$ cat src/source/ioBridgePkg.sv
package ioBridgePkg;

	// Bus widths
	typedef logic [22:0] ioAddrT;     // Word address from processor A23..A1
	typedef logic [15:0] ioDataT;     // One data word
	typedef logic [1:0] byteStrobeT;  // [1] upper byte, [0] lower byte

	// I/O window matched on the top address bits
	localparam ioAddrT ioWindowBase = 23'h7C0000;
	localparam ioAddrT ioWindowMask = 23'h7E0000;

	// Posting sub-window inside the I/O window for writes only
	localparam ioAddrT postWindowBase = 23'h7D0000;
	localparam ioAddrT postWindowMask = 23'h7F0000;

	// I/O bus timing in CLK cycles
	localparam int setupCycles = 2;  // ioSel to ioStrobe
	localparam int ackTimeout = 32;  // Acknowledge wait before bus error

	// Counter widths sized from the timing above
	localparam int setupCntW = $clog2(setupCycles + 1);
	localparam int ackCntW = $clog2(ackTimeout + 1);

	// Slave transfer state
	typedef enum logic [1:0] {
		xferIdle,     // Nothing in flight
		xferStart,    // Level 0 loading with request raised
		xferWaitAct,  // Waiting for master to pick up
		xferWaitDone  // Master owns the cycle
	} xferStateT;

endpackage
$ cat src/source/ioBridge.sv
`timescale 1ns/1ns

module ioBridge (
	input logic CLK,
	input logic reset,
	// Processor side
	input ioBridgePkg::ioAddrT cpuAddr,
	input ioBridgePkg::ioDataT cpuDataOut,
	input logic nAs,
	input logic nWe,
	input logic nLds,
	input logic nUds,
	output ioBridgePkg::ioDataT cpuDataIn,
	output logic dataOe,
	output logic cpuReady,
	output logic nBerr,
	// I/O bus side
	output ioBridgePkg::ioAddrT ioAddr,
	output ioBridgePkg::ioDataT ioWrData,
	output ioBridgePkg::byteStrobeT ioStrobe,
	output logic ioRw,
	output logic ioSel,
	input logic ioAck,
	input ioBridgePkg::ioDataT ioRdData
);
	import ioBridgePkg::*;

	logic ioReq, ioAct, ioDone, ioErrN;
	logic latch0, latch1;
	logic rw0;
	byteStrobeT strobe0;
	ioAddrT addr0;
	ioDataT data0;
	ioDataT rdData;

	ioBusSlave slave (
		.CLK(CLK), .reset(reset),
		.cpuAddr(cpuAddr), .nAs(nAs), .nWe(nWe), .nLds(nLds), .nUds(nUds),
		.ioAct(ioAct), .ioDone(ioDone), .ioErrN(ioErrN),
		.ioReq(ioReq),
		.latch0(latch0), .latch1(latch1),
		.strobe0(strobe0), .strobe1(), // Level 1 strobes stay in the slave
		.rw0(rw0), .rw1(),
		.cpuReady(cpuReady), .nBerr(nBerr), .dataOe(dataOe)
	);

	postFifo fifo (
		.CLK(CLK), .reset(reset),
		.latch0(latch0), .latch1(latch1),
		.cpuAddr(cpuAddr), .cpuDataOut(cpuDataOut),
		.addr0(addr0), .data0(data0)
	);

	ioBusMaster master (
		.CLK(CLK), .reset(reset),
		.ioReq(ioReq),
		.addr0(addr0), .data0(data0), .strobe0(strobe0), .rw0(rw0),
		.ioAct(ioAct), .ioDone(ioDone), .ioErrN(ioErrN),
		.rdData(rdData),
		.ioAddr(ioAddr), .ioWrData(ioWrData), .ioStrobe(ioStrobe),
		.ioRw(ioRw), .ioSel(ioSel),
		.ioAck(ioAck), .ioRdData(ioRdData)
	);

	// Last read word back to the processor
	assign cpuDataIn = rdData;

endmodule

$ cat src/source/ioBusMaster.sv
`timescale 1ns/1ns

module ioBusMaster (
	input logic CLK,
	input logic reset,
	input logic ioReq,
	input ioBridgePkg::ioAddrT addr0,
	input ioBridgePkg::ioDataT data0,
	input ioBridgePkg::byteStrobeT strobe0,
	input logic rw0,
	output logic ioAct,
	output logic ioDone,
	output logic ioErrN,
	output ioBridgePkg::ioDataT rdData,
	output ioBridgePkg::ioAddrT ioAddr,
	output ioBridgePkg::ioDataT ioWrData,
	output ioBridgePkg::byteStrobeT ioStrobe,
	output logic ioRw,
	output logic ioSel,
	input logic ioAck,
	input ioBridgePkg::ioDataT ioRdData
);
	import ioBridgePkg::*;

	typedef enum logic [1:0] {
		cycIdle,   // Waiting for ioReq
		cycSetup,  // Select on, strobe held off
		cycWait    // Strobe on, waiting for ioAck
	} cycStateT;

	cycStateT cycState;
	logic [setupCntW-1:0] setupCnt;  // Setup delay
	logic [ackCntW-1:0] ackCnt;      // Acknowledge timeout
	logic setupLast;
	logic ackLast;

	assign setupLast = setupCnt == setupCntW'(setupCycles - 1);
	assign ackLast = ackCnt == ackCntW'(ackTimeout - 1);

	// Address and direction come straight from level 0
	assign ioAddr = addr0;
	assign ioRw = rw0;
	assign ioWrData = rw0 ? '0 : data0; // Write data only on writes

	// Cycle engine
	always_ff @(posedge CLK) begin
		if (reset) begin
			cycState <= cycIdle;
			ioAct <= 1'b0;
			ioSel <= 1'b0;
			ioStrobe <= '0;
			ioDone <= 1'b0;
			ioErrN <= 1'b1;
			setupCnt <= '0;
			ackCnt <= '0;
		end else begin
			ioDone <= 1'b0;  // Single cycle pulse
			ioErrN <= 1'b1;
			case (cycState)
				cycIdle: begin
					if (ioReq) begin
						cycState <= cycSetup;
						ioAct <= 1'b1;
						ioSel <= 1'b1;    // Address phase begins
						setupCnt <= '0;
					end
				end
				cycSetup: begin
					if (setupLast) begin
						cycState <= cycWait;
						ioStrobe <= strobe0;  // Data phase
						ackCnt <= '0;
					end else begin
						setupCnt <= setupCnt + 1'b1;
					end
				end
				cycWait: begin
					if (ioAck || ackLast) begin
						cycState <= cycIdle;
						ioAct <= 1'b0;
						ioSel <= 1'b0;
						ioStrobe <= '0;
						ioDone <= 1'b1;
						ioErrN <= ioAck;  // Low only on timeout
					end else begin
						ackCnt <= ackCnt + 1'b1;
					end
				end
				default: cycState <= cycIdle;
			endcase
		end
	end

	// Read data held until the next read completes
	always_ff @(posedge CLK) begin
		if (cycState == cycWait && ioAck && rw0)
			rdData <= ioRdData;
	end

endmodule

$ cat src/source/postFifo.sv
`timescale 1ns/1ns

module postFifo (
	input logic CLK,
	input logic reset,
	input logic latch0,
	input logic latch1,
	input ioBridgePkg::ioAddrT cpuAddr,
	input ioBridgePkg::ioDataT cpuDataOut,
	output ioBridgePkg::ioAddrT addr0,
	output ioBridgePkg::ioDataT data0
);
	import ioBridgePkg::*;

	ioAddrT addr1;     // Secondary level
	ioDataT data1;
	ioAddrT addr0Src;  // Next primary contents
	ioDataT data0Src;

	// Secondary level follows the bus until latch1 is set
	// The edge where latch1 rises keeps the posted write
	always_ff @(posedge CLK) begin
		if (!latch1) begin
			addr1 <= cpuAddr;
			data1 <= cpuDataOut;
		end
	end

	// Secondary level wins the primary source while it holds a write
	always_comb begin
		if (latch1) begin
			addr0Src = addr1;
			data0Src = data1;
		end else begin
			addr0Src = cpuAddr;
			data0Src = cpuDataOut;
		end
	end

	// Primary level tracks its source until latch0 freezes it
	always_ff @(posedge CLK) begin
		if (reset) begin
			addr0 <= '0;
			data0 <= '0;
		end else if (!latch0) begin
			addr0 <= addr0Src;
			data0 <= data0Src;
		end
	end

endmodule

$ cat src/source/ioBusSlave.sv
`timescale 1ns/1ns

module ioBusSlave (
	input logic CLK,
	input logic reset,
	input ioBridgePkg::ioAddrT cpuAddr,
	input logic nAs,
	input logic nWe,
	input logic nLds,
	input logic nUds,
	input logic ioAct,
	input logic ioDone,
	input logic ioErrN,
	output logic ioReq,
	output logic latch0,
	output logic latch1,
	output ioBridgePkg::byteStrobeT strobe0,
	output ioBridgePkg::byteStrobeT strobe1,
	output logic rw0,
	output logic rw1,
	output logic cpuReady,
	output logic nBerr,
	output logic dataOe
);
	import ioBridgePkg::*;

	xferStateT state;
	logic busActive;        // nAs low, one cycle late
	logic ioHit;            // Address in I/O window
	logic postHit;          // Write in posting window
	logic sent;             // Current processor cycle already handed off
	logic load1;            // Level 1 captures on next edge
	logic clear1;           // Level 1 has been copied down
	logic npReady;          // Non-posted completion
	logic startXfer;
	byteStrobeT cpuStrobe;

	// Window decode
	assign ioHit = (cpuAddr & ioWindowMask) == ioWindowBase;
	assign postHit = ioHit && !nWe && ((cpuAddr & postWindowMask) == postWindowBase);
	assign cpuStrobe = {!nUds, !nLds}; // Active high byte enables

	// Read data drive while a read in the window is open
	assign dataOe = !nAs && busActive && ioHit && nWe;

	// Idle start takes level 1 first, else a fresh processor hit
	assign startXfer = latch1 || (busActive && ioHit && !sent);

	always_ff @(posedge CLK) begin
		if (reset)
			busActive <= 1'b0;
		else
			busActive <= !nAs;
	end

	// Secondary level control
	always_ff @(posedge CLK) begin
		if (reset) begin
			load1 <= 1'b0;
			clear1 <= 1'b0;
			latch1 <= 1'b0;
		end else begin
			// Post behind a running transfer when level 1 is free
			load1 <= busActive && postHit && !latch1 && !sent && state != xferIdle;
			clear1 <= state == xferStart; // Level 1 consumed by this start
			if (load1)
				latch1 <= 1'b1;
			else if (clear1)
				latch1 <= 1'b0;
		end
	end

	// Level 1 strobes and direction caught with the address
	always_ff @(posedge CLK) begin
		if (load1) begin
			strobe1 <= cpuStrobe;
			rw1 <= nWe;
		end
	end

	// Transfer FSM
	always_ff @(posedge CLK) begin
		if (reset) begin
			state <= xferIdle;
			ioReq <= 1'b0;
			latch0 <= 1'b0;
		end else begin
			case (state)
				xferIdle: begin
					latch0 <= 1'b0; // Level 0 follows its source
					if (startXfer) begin
						state <= xferStart;
						ioReq <= 1'b1;
					end
				end
				xferStart: begin
					state <= xferWaitAct;
					latch0 <= 1'b1; // Freeze level 0
				end
				xferWaitAct: begin
					if (ioAct) begin
						state <= xferWaitDone;
						ioReq <= 1'b0; // Master has it
					end
				end
				xferWaitDone: begin
					if (!ioAct) begin
						state <= xferIdle; // Cycle over and level 0 free
					end
				end
				default: state <= xferIdle;
			endcase
		end
	end

	// Level 0 strobes and direction reloaded in idle and start
	always_ff @(posedge CLK) begin
		if (state == xferIdle || state == xferStart) begin
			if (latch1) begin
				strobe0 <= strobe1;
				rw0 <= rw1;
			end else begin
				strobe0 <= cpuStrobe;
				rw0 <= nWe; // High for read
			end
		end
	end

	// Handoff flag for the current processor cycle
	always_ff @(posedge CLK) begin
		if (reset)
			sent <= 1'b0;
		else if (nAs)
			sent <= 1'b0; // Cleared as the processor ends its cycle
		else if (busActive && ioHit && !latch1 && (postHit || state == xferIdle))
			sent <= 1'b1;
	end

	// Non-posted completion and bus error
	always_ff @(posedge CLK) begin
		if (reset) begin
			npReady <= 1'b0;
			nBerr <= 1'b1;
		end else if (nAs) begin
			npReady <= 1'b0;
			nBerr <= 1'b1;
		end else if (sent && !postHit && ioDone) begin
			npReady <= ioErrN;   // Normal end
			nBerr <= ioErrN;     // Timeout ends with bus error instead
		end
	end

	// Posted writes end as soon as they are handed off
	assign cpuReady = (sent && postHit) || npReady;

endmodule

$ cat config.mk
export PLATFORM = sky130hd
export DESIGN_NAME = ioBridge
export DESIGN_NICKNAME = d
export VERILOG_FILES = /design/src/source/ioBridgePkg.sv /design/src/source/ioBridge.sv /design/src/source/ioBusMaster.sv /design/src/source/postFifo.sv /design/src/source/ioBusSlave.sv
export SDC_FILE = /design/constraint.sdc
export NUM_CORES = 1
export LEC_CHECK = 0
export BUFFER_PORTS_ARGS = -buffer_cell sky130_fd_sc_hd__buf_2
export CAP_MARGIN = 20
export CELL_PAD_IN_SITES_DETAIL_PLACEMENT = 1
export CELL_PAD_IN_SITES_GLOBAL_PLACEMENT = 2
export CORE_MARGIN = 8
export CORE_UTILIZATION = 33
export DETAILED_ROUTE_END_ITERATION = 16
export PLACE_DENSITY_LB_ADDON = 0.1
export SLEW_MARGIN = 10
export SYNTH_ARGS = -nofsm -noshare
export SYNTH_HDL_FRONTEND = slang
export SYNTH_SLANG_ARGS = --single-unit
export TNS_END_PERCENT = 10
$ cat constraint.sdc
create_clock -name CLK -period 1.9 [get_ports CLK]
set_clock_uncertainty 0.05 [all_clocks]
set_input_delay 0.285 -clock CLK [delete_from_list [all_inputs] [get_ports CLK]]
set_output_delay 0.285 -clock CLK [all_outputs]
set_load 0.05 [all_outputs]
==> Word level (Yosys, flattened, before mapping) <==
Index checks and enable logic that the tools add are counted.
{ "classes": {"addsub": 2, "bitwise": 2, "mux": 31, "n_reduce_logical": 49, "n_eq_ne": 17} }
{ "ops": {"columns": ["op", "n"], "rows": [
  ["$mux 16", 2],
  ["$mux 23", 1],
  ["$reduce_and 3->1", 7],
  ["$mux 2", 10],
  ["$logic_and 1x1->1", 18],
  ["$reduce_bool 2->1", 7],
  ["$mux 6", 2],
  ["$pmux 6 s2", 1],
  ["$mux 1", 8],
  ["$ne 2x1->1 const B", 4],
  ["$ne 2x2->1 const B", 4],
  ["$pmux 2 s2", 2],
  ["$pmux 2 s4", 1],
  ["$eq 7x7->1 const B", 1],
  ["$logic_not 1->1", 7],
  ["$add 6x1->6 const B", 1],
  ["$eq 2x1->1 const B", 3],
  ["$eq 2x2->1 const B", 3],
  ["$eq 6x5->1 const B", 1],
  ["$eq 6x6->1 const B", 1],
  ["$pmux 1 s2", 3],
  ["$pmux 2 s3", 1],
  ["$logic_or 1x1->1", 5],
  ["$logic_not 2->1", 2],
  ["4 further kinds", 6]
]} }
{ "word_totals": {"word_cells": 127, "regBits": 126, "output_inout_bits": 62, "inputBits": 62} }

==> Depth between registers and ports, before layout <==
Gate-level depths: netlist of the first run.
{ "logic_depth": {"word_depth": 7, "depth_mapped": 7, "mapped_depth_nobuf": 6} }

==> Hierarchy <==
From an unflattened synthesis of the first run, not the netlist that was laid out.
{ "hier_totals": {"cells_unflattened": 430, "hier_area_um2": 5098.6} }
{ "modules_own_cells": {"columns": ["module", "n_inst", "area_per_inst_um2", "seq_area_each_um2", "cells_per_inst"], "rows": [
  ["postFifo", 1, 2761.4, 1561.5, 212],
  ["ioBusMaster", 1, 1530.2, 780.7, 143],
  ["ioBusSlave", 1, 807.0, 400.4, 75]
]} }

==> Least setup slack after synthesis of the first run <==
Ideal clock, no wire load.
{ "synth_timing": {"path_type": "register to output", "start": "register slave.rw0", "end": "output ioWrData[10]", "path_stages_with_launch": 3, "slack_ns": -0.088, "required_time_ns": 1.565, "arrival_time_ns": 1.653, "path_buffers": 1, "cell_sequence": "edfxtp_1 > clkbuf_1 > nor2b_1"} }
{ "synth_via": {"elab_chain_cells": 1} }
{ "synth_lines": {"columns": ["element", "line", "text"], "rows": [
  ["start: declaration", "ioBusSlave.sv:19", "output logic rw0,"],
  ["start signal: assignment", "ioBusSlave.sv:121", "rw0 <= rw1;"],
  ["start signal: assignment", "ioBusSlave.sv:124", "rw0 <= nWe;"],
  ["$mux 16", "ioBusMaster.sv:43", "assign ioWrData = rw0 ? '0 : data0;"],
  ["end: declaration", "ioBridge.sv:19", "output ioBridgePkg::ioDataT ioWrData,"]
]} }
No other way between the ends.

==> Worst setup path after layout of the first run <==
{ "layout_timing": {"start": "register master.cycState[0]", "end": "register master.cycState[0]"} }
{ "layout_via": {"elab_chain_cells": 3, "word_cells_on_any_way": 8, "classes_between": "eq/ne: 5; mux: 1; reduce/logical: 2"} }
{ "layout_lines": {"columns": ["element", "line", "text"], "rows": [
  ["start: declaration", "ioBusMaster.sv:31", "cycStateT cycState;"],
  ["start signal: assignment", "ioBusMaster.sv:48", "cycState <= cycIdle;"],
  ["start signal: assignment", "ioBusMaster.sv:62", "cycState <= cycSetup;"],
  ["start signal: assignment", "ioBusMaster.sv:70", "cycState <= cycWait;"],
  ["$eq 2x1->1, or another cell as far along", "ioBusMaster.sv:59", "case (cycState)"],
  ["$ne 2x1->1 (no source line) or $ne 2x2->1 (tied branches)", null, null],
  ["$reduce_and 3->1 (no source line)", null, null]
]} }
Parallel ways exist; a longest one is shown, timed or not.
A chain may end at the register's enable or synchronous reset.

==> key figures, run 1 <==
Power and ir drop
  • Leakage: approximately 2.8 nW
  • Internal power: about 5.7 mW
  • Design Power: around 8 mW
  • Power per Cell Area: approximately 1200 nW/um2
  • Clk network pwr share: 0.434
  • Switching share of total power: 0.279
  • Peak supply drop: slightly below 0.7 mV
  • Psw: ~2.2 mW
  • Comb power frac: 0.180
  • Sequential share of power: 0.385

Die
  • Die Footprint: ~19000 um2
  • FP Rows: 44
  • Chip width: between 100 and 150 um
  • Initial Util: 0.338
  • I/O pin cnt: 124
  • Core Area: between 10000 and 15000 um2
  • Die Ht: 138 um

Clock network
  • Postcts setup bufs: 0
  • Worst skew pair latency: around 0.40 ns
  • Clk sinks: 126
  • Number of CTS-inserted buffers: 17
  • Clock tree from TritonCTS: yes
  • Clk root buf: clkbuf_16
  • CTS Buffer Depth: 2
  • Worst-path clk slew: around 0.060 ns
  • H-tree depth: 4

Synth
  • Largest area contributor in the synthesized netlist: dfxtp_1
  • Register area share after synthesis: 0.558
  • Synthesis Warnings: 0
  • Largest cells by area after synthesis: dfxtp_1, edfxtp_1, mux2_2, nor2b_1, nor3_1
  • Post-Syn Area: 4910 um2
  • Adder-cell share of the synthesized area: 0.0229
  • Most common cell in the synthesized netlist: dfxtp_1
  • Synth Area in Compound Gates: 0.0596
  • Post-Syn Nets: 538
  • Mean Syn Cell Area: around 11 um2
  • Synth cell count leaders: dfxtp_1, nor2b_1, nor2_1, nor3_1, mux2_2
  • Post-Synth XOR/XNOR Area: 0
  • Simple-gate portion of the synthesized area: 0.222
  • EDFF count, synth: 22
  • Mux cell area share after synthesis: 0.106
  • Synth Register Bits: around 130
  • Asr flop ratio synth: 0
  • Yosys top cell area share: 0.424
  • Primary FF master, synth: dfxtp_1
  • Library cells used by synthesis: 50
  • Syn Inst Count: around 470
  • Main combinational cell family by area after synthesis: simple AND/OR/NAND/NOR gates

Final layout
  • Multi-input logic area: 2020 um2
  • Final Util: 0.451
  • Reg area: 2750 um2
  • Post-Layout Cell Count: around 810
  • Layout cells sized above 1: 0.355
  • Nets@finish: between 600 and 700
  • Area grow syn2layout: 33.5%
  • Fillers: approximately 1600
  • Antenna Cells: 0

GRT
  • GRT Residual Overflow: 0
  • Antenna violations before repair: 0
  • Largest net degree at the start of global routing: between 50 and 60
  • All-layer global routing usage: 0.138
  • First-pass GRT wire length: approximately 22000 um
  • Vias in the first global route: between 4000 and 5000

STA
  • RSZ-0062 raised after global routing: true
  • Relative slew slack: 0.675
  • Final setup fails: 0
  • Tcrit/Tclk final: 0.925
  • Final worst setup slack: 0.143 ns
  • Worst-margin pin slew: between 0.4 and 0.5 ns
  • Slew Limit Fails: 0
  • Final hold violations: 0
  • Crit path time final: between 1.5 and 2 ns
  • FMAX: 569 MHz

Setup path
  • Crit path max-delay family: compound AO/OA/AOI/OAI gates
  • Cell Chain, Critical Path: inv_1 -> ha_2 -> inv_1 -> a211oi_4 -> nor2_1 -> a2111oi_2
  • Critical Path Start Type: flop
  • Crit path kind: reg -> reg
  • Worst path most repeated cell: inv_1
  • CP Capture Type: flop
  • Buf/Inv on CP: 2
  • Arr. time, crit path: 2.01 ns
  • WP data required: about 2.2 ns
  • Crit path largest cell delay: approximately 0.35 ns
  • Max Fanout on Critical Path: 8
  • Slowest library cell on the worst path: a211oi_4

Placement
  • Place WS: -0.0270 ns
  • PortBufs: around 120
  • Post-DP HPWL: between 9000 and 10000 um
  • DP Cell Count: around 760
  • Gpl congestion: 0.771

Run
  • Max-Cap Viols: 0

Route
  • WL per Instance: about 16 um
  • DRC: 0
  • Vias per std cell: between 4 and 5
  • Detailed Routing Iterations Pass 1: 4
  • DRT antenna net count: 0
  • Drt total wl: 12900 um
  • Vias post-DR: about 3800
  • First DRT Iteration DRCs: between 150 and 200

Min path
  • HP Class: in -> reg

Outcome
  • Status: finished, final reports clean
[path summary, 6_finish.rpt]
check / cells after the start / slack (ns) / to / startpoint
worst max register to register: 6 / 0.14 / master.cycState[0]$_SDFFE_PP0P_ / master.cycState[0]$_SDFFE_PP0P_
worst max-delay path: 6 / 0.14 / master.cycState[0]$_SDFFE_PP0P_ / master.cycState[0]$_SDFFE_PP0P_
worst min-delay path: 1 / 0.03 / master.rdData[12]$_DFFE_PP_ / ioRdData[12]
worst min register to register: 1 / 0.42 / fifo.addr1[21]$_DFF_P_ / fifo.addr1[21]$_DFF_P_
[layout make-up]
class | count | share of cell area
multi-input cells | 305 | 0.308
well taps | 184 | 0.0351
flip-flops and latches | 126 | 0.418
clock buffers | 22 | 0.0771
inverters | 12 | 0.00687
repair buffers | 150 | 0.134
clock inverters | 10 | 0.0200
[layout by cell type, fill, tap and decap left out, types with 2 or more instances in the layout]
cell type / instances
buf_2: 123
dfxtp_1: 102
nor2b_1: 58
nor2_1: 53
nor3_1: 42
mux2_2: 39
edfxtp_1: 22
clkbuf_16: 18
nand2_1: 16
a21oi_1: 15
dlygate4sd3_1: 15
inv_1: 12
o21ai_0: 10
buf_4: 10
mux2i_1: 8
ha_1: 8
nand3_1: 6
nand2b_1: 6
clkinv_2: 5
nand4_1: 4
clkbuf_8: 4
a211oi_1: 3
bufinv_16: 3
a31oi_1: 2
and3_4: 2
o31ai_1: 2
or4_1: 2
nand3b_1: 2
o211ai_1: 2
buf_12: 2
dfxtp_2: 2
[stage by stage]
step	cell area (um2)	hold slack (ns)	TNS [ns]
floorplan	4910	0.334	-0.794
global placement	5770	0.406	0
detailed placement	5770	0.409	-0.0270
CTS	6560	0.00751	0
global route	6560	0.00215	-0.0329
finish	6560	0.0290	0
[kinds of logic (layout without fill, tap and decap cells)]
logic type | after synthesis | after routing
flip-flops | 126 | 126
AND/OR/NAND/NOR | 205 | 205
adder cells (fa/ha/maj) | 9 | 9
multiplexers | 47 | 47
buffers and inverters | 36 | 194
AO/OA/AOI/OAI | 44 | 44
[state kept, by name, indices dropped and copies added, names as in the netlist, 6 cells and up]
| name | count |
|---|---|
| fifo.addr0 | 23 |
| fifo.addr1 | 23 |
| fifo.data0 | 16 |
| fifo.data1 | 16 |
| master.rdData | 16 |
| master.ackCnt | 6 |
[timing repair]
item,in CTS,in global routing
hold endpoints to repair,15,0
pin swaps,1,0
hold buffers,15,0
setup endpoints to repair,1,6
resized for setup,0,2
[layer usage]
layer  wire (um)  global-route usage
met2        6090               0.227
met1        5840               0.161
met3         842              0.0610
met5           0                   0
met4         116              0.0360
[power by group through the flow]
| stage | Combinational (mW) | Clock [mW] | Sequential, mW |
|---|---|---|---|
| 3_5_place_dp | 1.42 | 0 | 3.08 |
| 4_1_cts | 1.45 | 3.52 | 3.03 |
| 6_report | 1.42 | 3.42 | 3.03 |
| 5_1_grt | 1.55 | 3.67 | 3.05 |
| 2_1_floorplan | 0.755 | 0 | 3.34 |
| 3_3_place_gp | 1.38 | 0 | 3.08 |
Note: power is estimated with default switching activity, not from simulation.
==> run 2: changes to the inputs <==
--- a/config.mk
+++ b/config.mk
@@ -5,12 +5,13 @@
 export SDC_FILE = /design/constraint.sdc
 export NUM_CORES = 1
 export LEC_CHECK = 0
+export ABC_AREA = 1
 export BUFFER_PORTS_ARGS = -buffer_cell sky130_fd_sc_hd__buf_2
 export CAP_MARGIN = 20
 export CELL_PAD_IN_SITES_DETAIL_PLACEMENT = 1
 export CELL_PAD_IN_SITES_GLOBAL_PLACEMENT = 2
 export CORE_MARGIN = 8
-export CORE_UTILIZATION = 33
+export CORE_UTILIZATION = 30
 export DETAILED_ROUTE_END_ITERATION = 16
 export PLACE_DENSITY_LB_ADDON = 0.1
 export SLEW_MARGIN = 10
==> run 2 against run 1 <==
- largest power group unchanged
- register-to-register slack better by 0.15 ns
- clock power is 4% lower
- hold slack about the same
- synthesized area down 0.87%
- first-iteration DRC count shrank 6.5%
- via count rose by 12%
- synthesized cell count is 30% higher
- sequential power is 7% higher
- count of clock-buffer cells in the layout rose by 4
==> key figures, run 2 <==
Final layout
  • Nets@finish: 823 (+20%)
  • Top flop regs: fifo.addr0 (23), fifo.addr1 (23)
  • Commonest non-fill, non-tap cell in the layout: nand2_1
  • Post-Layout Cell Count: 980 (+21%)
  • Finished Cell Area: 6530 um2 (-0.48%)
  • Area grow syn2layout: 34.0%
  • Multi-input logic area: 1710 um2 (-15%)
  • Layout cells sized above 1: 0.230 (-0.125)
  • Antenna Cells: 0 (unchanged)
  • Fillers: 1969 (+21%)
  • Most frequent cells in the layout: nand2_1, buf_2, dfxtp_1
  • Reg area: 2750 um2 (unchanged)

STA
  • Relative slew slack: 0.717 (+0.0422)
  • Worst-margin pin slew: 0.420 ns (-0.0672 ns)
  • RSZ-0062 raised after global routing: false
  • Slew Limit Fails: 0 (unchanged)
  • Final setup fails: 0 (unchanged)
  • Crit path time final: 1.78 ns (+0.0270 ns)
  • Hold Slack: 0.0290 ns (-0.00000310 ns)
  • Final hold violations: 0 (unchanged)
  • Tcrit/Tclk final: 0.939 (+0.0142)
  • FMAX: 560 MHz (-1.5%)

Route
  • Vias post-DR: 4245 (+12%)
  • DRT antenna net count: 0 (unchanged)
  • Drt total wl: 14200 um (+10%)
  • Detailed Routing Iterations Pass 1: 4 (unchanged)
  • First DRT Iteration DRCs: 172 (-6.5%)
  • DRC: 0 (unchanged)
  • Vias per std cell: 4.33 (-7.4%)
  • WL per Instance: 14.5 um (-8.8%)

Clock network
  • CTS Hold Bufs: 17 (+2)
  • CTS resizes: 0 (unchanged)
  • Clk sinks: 126 (unchanged)
  • Postcts setup bufs: 0 (unchanged)
  • CTS Buffer Depth: 2 (unchanged)
  • Worst skew pair latency: 0.41 ns (about the same)
  • Clock tree from TritonCTS: yes
  • H-tree depth: 4 (unchanged)
  • Clk root buf: clkbuf_16
  • Number of CTS-inserted buffers: 17 (unchanged)
  • Worst-path clk slew: 0.06 ns (about the same)

GRT
  • GRT Residual Overflow: 0 (unchanged)
  • Grt peak-use layer: met2
  • Met1 usage: 0.156 (-0.00568)
  • First-pass GRT wire length: 23000 um (+6.3%)
  • Vias in the first global route: 4614 (+11%)
  • Met3 usage: 0.0461 (-0.0148)
  • Antenna violations before repair: 0 (unchanged)
  • All-layer global routing usage: 0.146 (+0.00705)
  • Largest net degree at the start of global routing: 56 (+5.7%)
  • Met2 GRT Util: 0.263 (+0.0360)

Synth
  • EDFF count, synth: 22 (unchanged)
  • Post-Syn Nets: 679 (+26%)
  • Synth Register Bits: 126 (unchanged)
  • Largest area contributor in the synthesized netlist: dfxtp_1
  • Asr flop ratio synth: 0 (unchanged)
  • Largest cells by area after synthesis: dfxtp_1, edfxtp_1, nand2_1, nor2_1, inv_1
  • Library cells used by synthesis: 27 (-46%)
  • Synth cell count leaders: nand2_1, dfxtp_1, nor2_1, inv_1, o21ai_0
  • Post-Syn Area: 4870 um2 (-0.87%)
  • Register area share after synthesis: 0.563 (+0.00487)
  • Yosys top cell area share: 0.427 (+0.00370)
  • Syn Inst Count: 608 (+30%)
  • Mean Syn Cell Area: 8.01 um2 (-24%)
  • Primary FF master, synth: dfxtp_1
  • Synthesis Warnings: 0 (unchanged)
  • Most common cell in the synthesized netlist: nand2_1

Setup path
  • Max Fanout on Critical Path: 18 (+10)
  • Crit path kind: reg -> out
  • CP Capture Type: primary output
  • Arr. time, crit path: 1.45 ns (-0.56 ns)
  • Critical Path Start Type: flop
  • WP data required: 1.56 ns (-0.59 ns)
  • Worst reg2reg path depth: 7 (+1)

Die
  • I/O pin cnt: 124 (unchanged)
  • Die Footprint: 20600 um2 (+8.0%)
  • Die Ht: 143 um (+3.9%)
  • Core Area: 15900 um2 (+9.3%)
  • Initial Util: 0.307 (-0.0314)
  • FP Rows: 46 (+4.5%)
  • Chip width: 143 um (+3.9%)

Placement
  • Post-DP HPWL: 9980 um (+10%)
  • Placed instance area: 5750 um2 (-0.28%)
  • DP Cell Count: 932 (+22%)
  • Gpl congestion: 0.767 (-0.44%)
  • PortBufs: 123 (unchanged)

Power and ir drop
  • Leakage: 3.30 nW (+18%)
  • Power per Cell Area: 1380 nW/um2 (+15%)
  • Design Power: 9.00 mW (+14%)
  • Peak supply drop: 0.641 mV (-6.9%)

Run
  • Max-Cap Viols: 0 (unchanged)

Outcome
  • Status: finished, final reports clean

Min path
  • Hold depth: 2 (+1)
  • HP Class: in -> reg
## run 2: changes by cell type after synthesis, sizes merged, moves of 38 or more
cell   change
inv       +71
mux2      -39
nand2    +149
nor2      +41
nor2b     -59
nor3      -42
o21ai     +38
## run 2: report_power, final
group / internal, mW / switching (mW) / total (mW) / leakage (nW)
clock: 2.18 / 1.12 / 3.30 / 0.300
sequential: 3.08 / 0.144 / 3.23 / 1.07
combinational: 0.636 / 1.84 / 2.47 / 1.93
total: 5.90 / 3.10 / 9.00 / 3.30
## run 2: per-layer routing
metal | vias to the layer above | part of all wire
met3 | 17 | 0.045
met2 | 67 | 0.53
met4 | 0 | 0.012
met5 | - | 0
met1 | 1998 | 0.42
li1 | 2163 | -
## run 2: cell families after synthesis
logic type               Yosys count  synth area share
AND/OR/NAND/NOR                  277             0.227
flip-flops                       126             0.563
buffers and inverters            108            0.0868
AO/OA/AOI/OAI                     85            0.0950
adder cells (fa/ha/maj)            9            0.0231
XOR/XNOR                           3           0.00539
## run 2: area by class of cell
type / instances / area share
Clock buffer: 26 / 0.0814
Tap cell: 216 / 0.0414
Timing Repair Buffer: 150 / 0.136
Inverter: 83 / 0.0477
Multi-Input combinational cell: 374 / 0.262
Clock inverter: 5 / 0.0115
Sequential cell: 126 / 0.420
## run 2: metrics by stage
stage | util | TNS (ns) | setup slack, ns
floorplan | - | -1.63 | -0.163
global placement | 0.362 | 0 | 0.343
detailed placement | 0.362 | 0 | 0.220
CTS | 0.411 | 0 | 0.0817
global route | 0.411 | 0 | 0.0327
finish | 0.411 | 0 | 0.116
## run 2: worst paths after layout
check	start	endpoint	slack [ns]
worst max-delay path	slave.rw0$_DFFE_PP_	ioWrData[15]	0.12
worst min-delay path	nAs	slave.busActive$_SDFF_PP0_	0.03
worst max register to register	master.cycState[0]$_SDFFE_PP0P_	master.ioSel$_SDFFE_PP0P_	0.29
worst min register to register	fifo.addr1[3]$_DFF_P_	fifo.addr1[3]$_DFF_P_	0.40
## run 2: worst max-delay path, cell delays in order, from the launching register on
cell	delay, ns
edfxtp_1	0.35
buf_4	0.22
nor2_1	0.17
buf_2	0.29
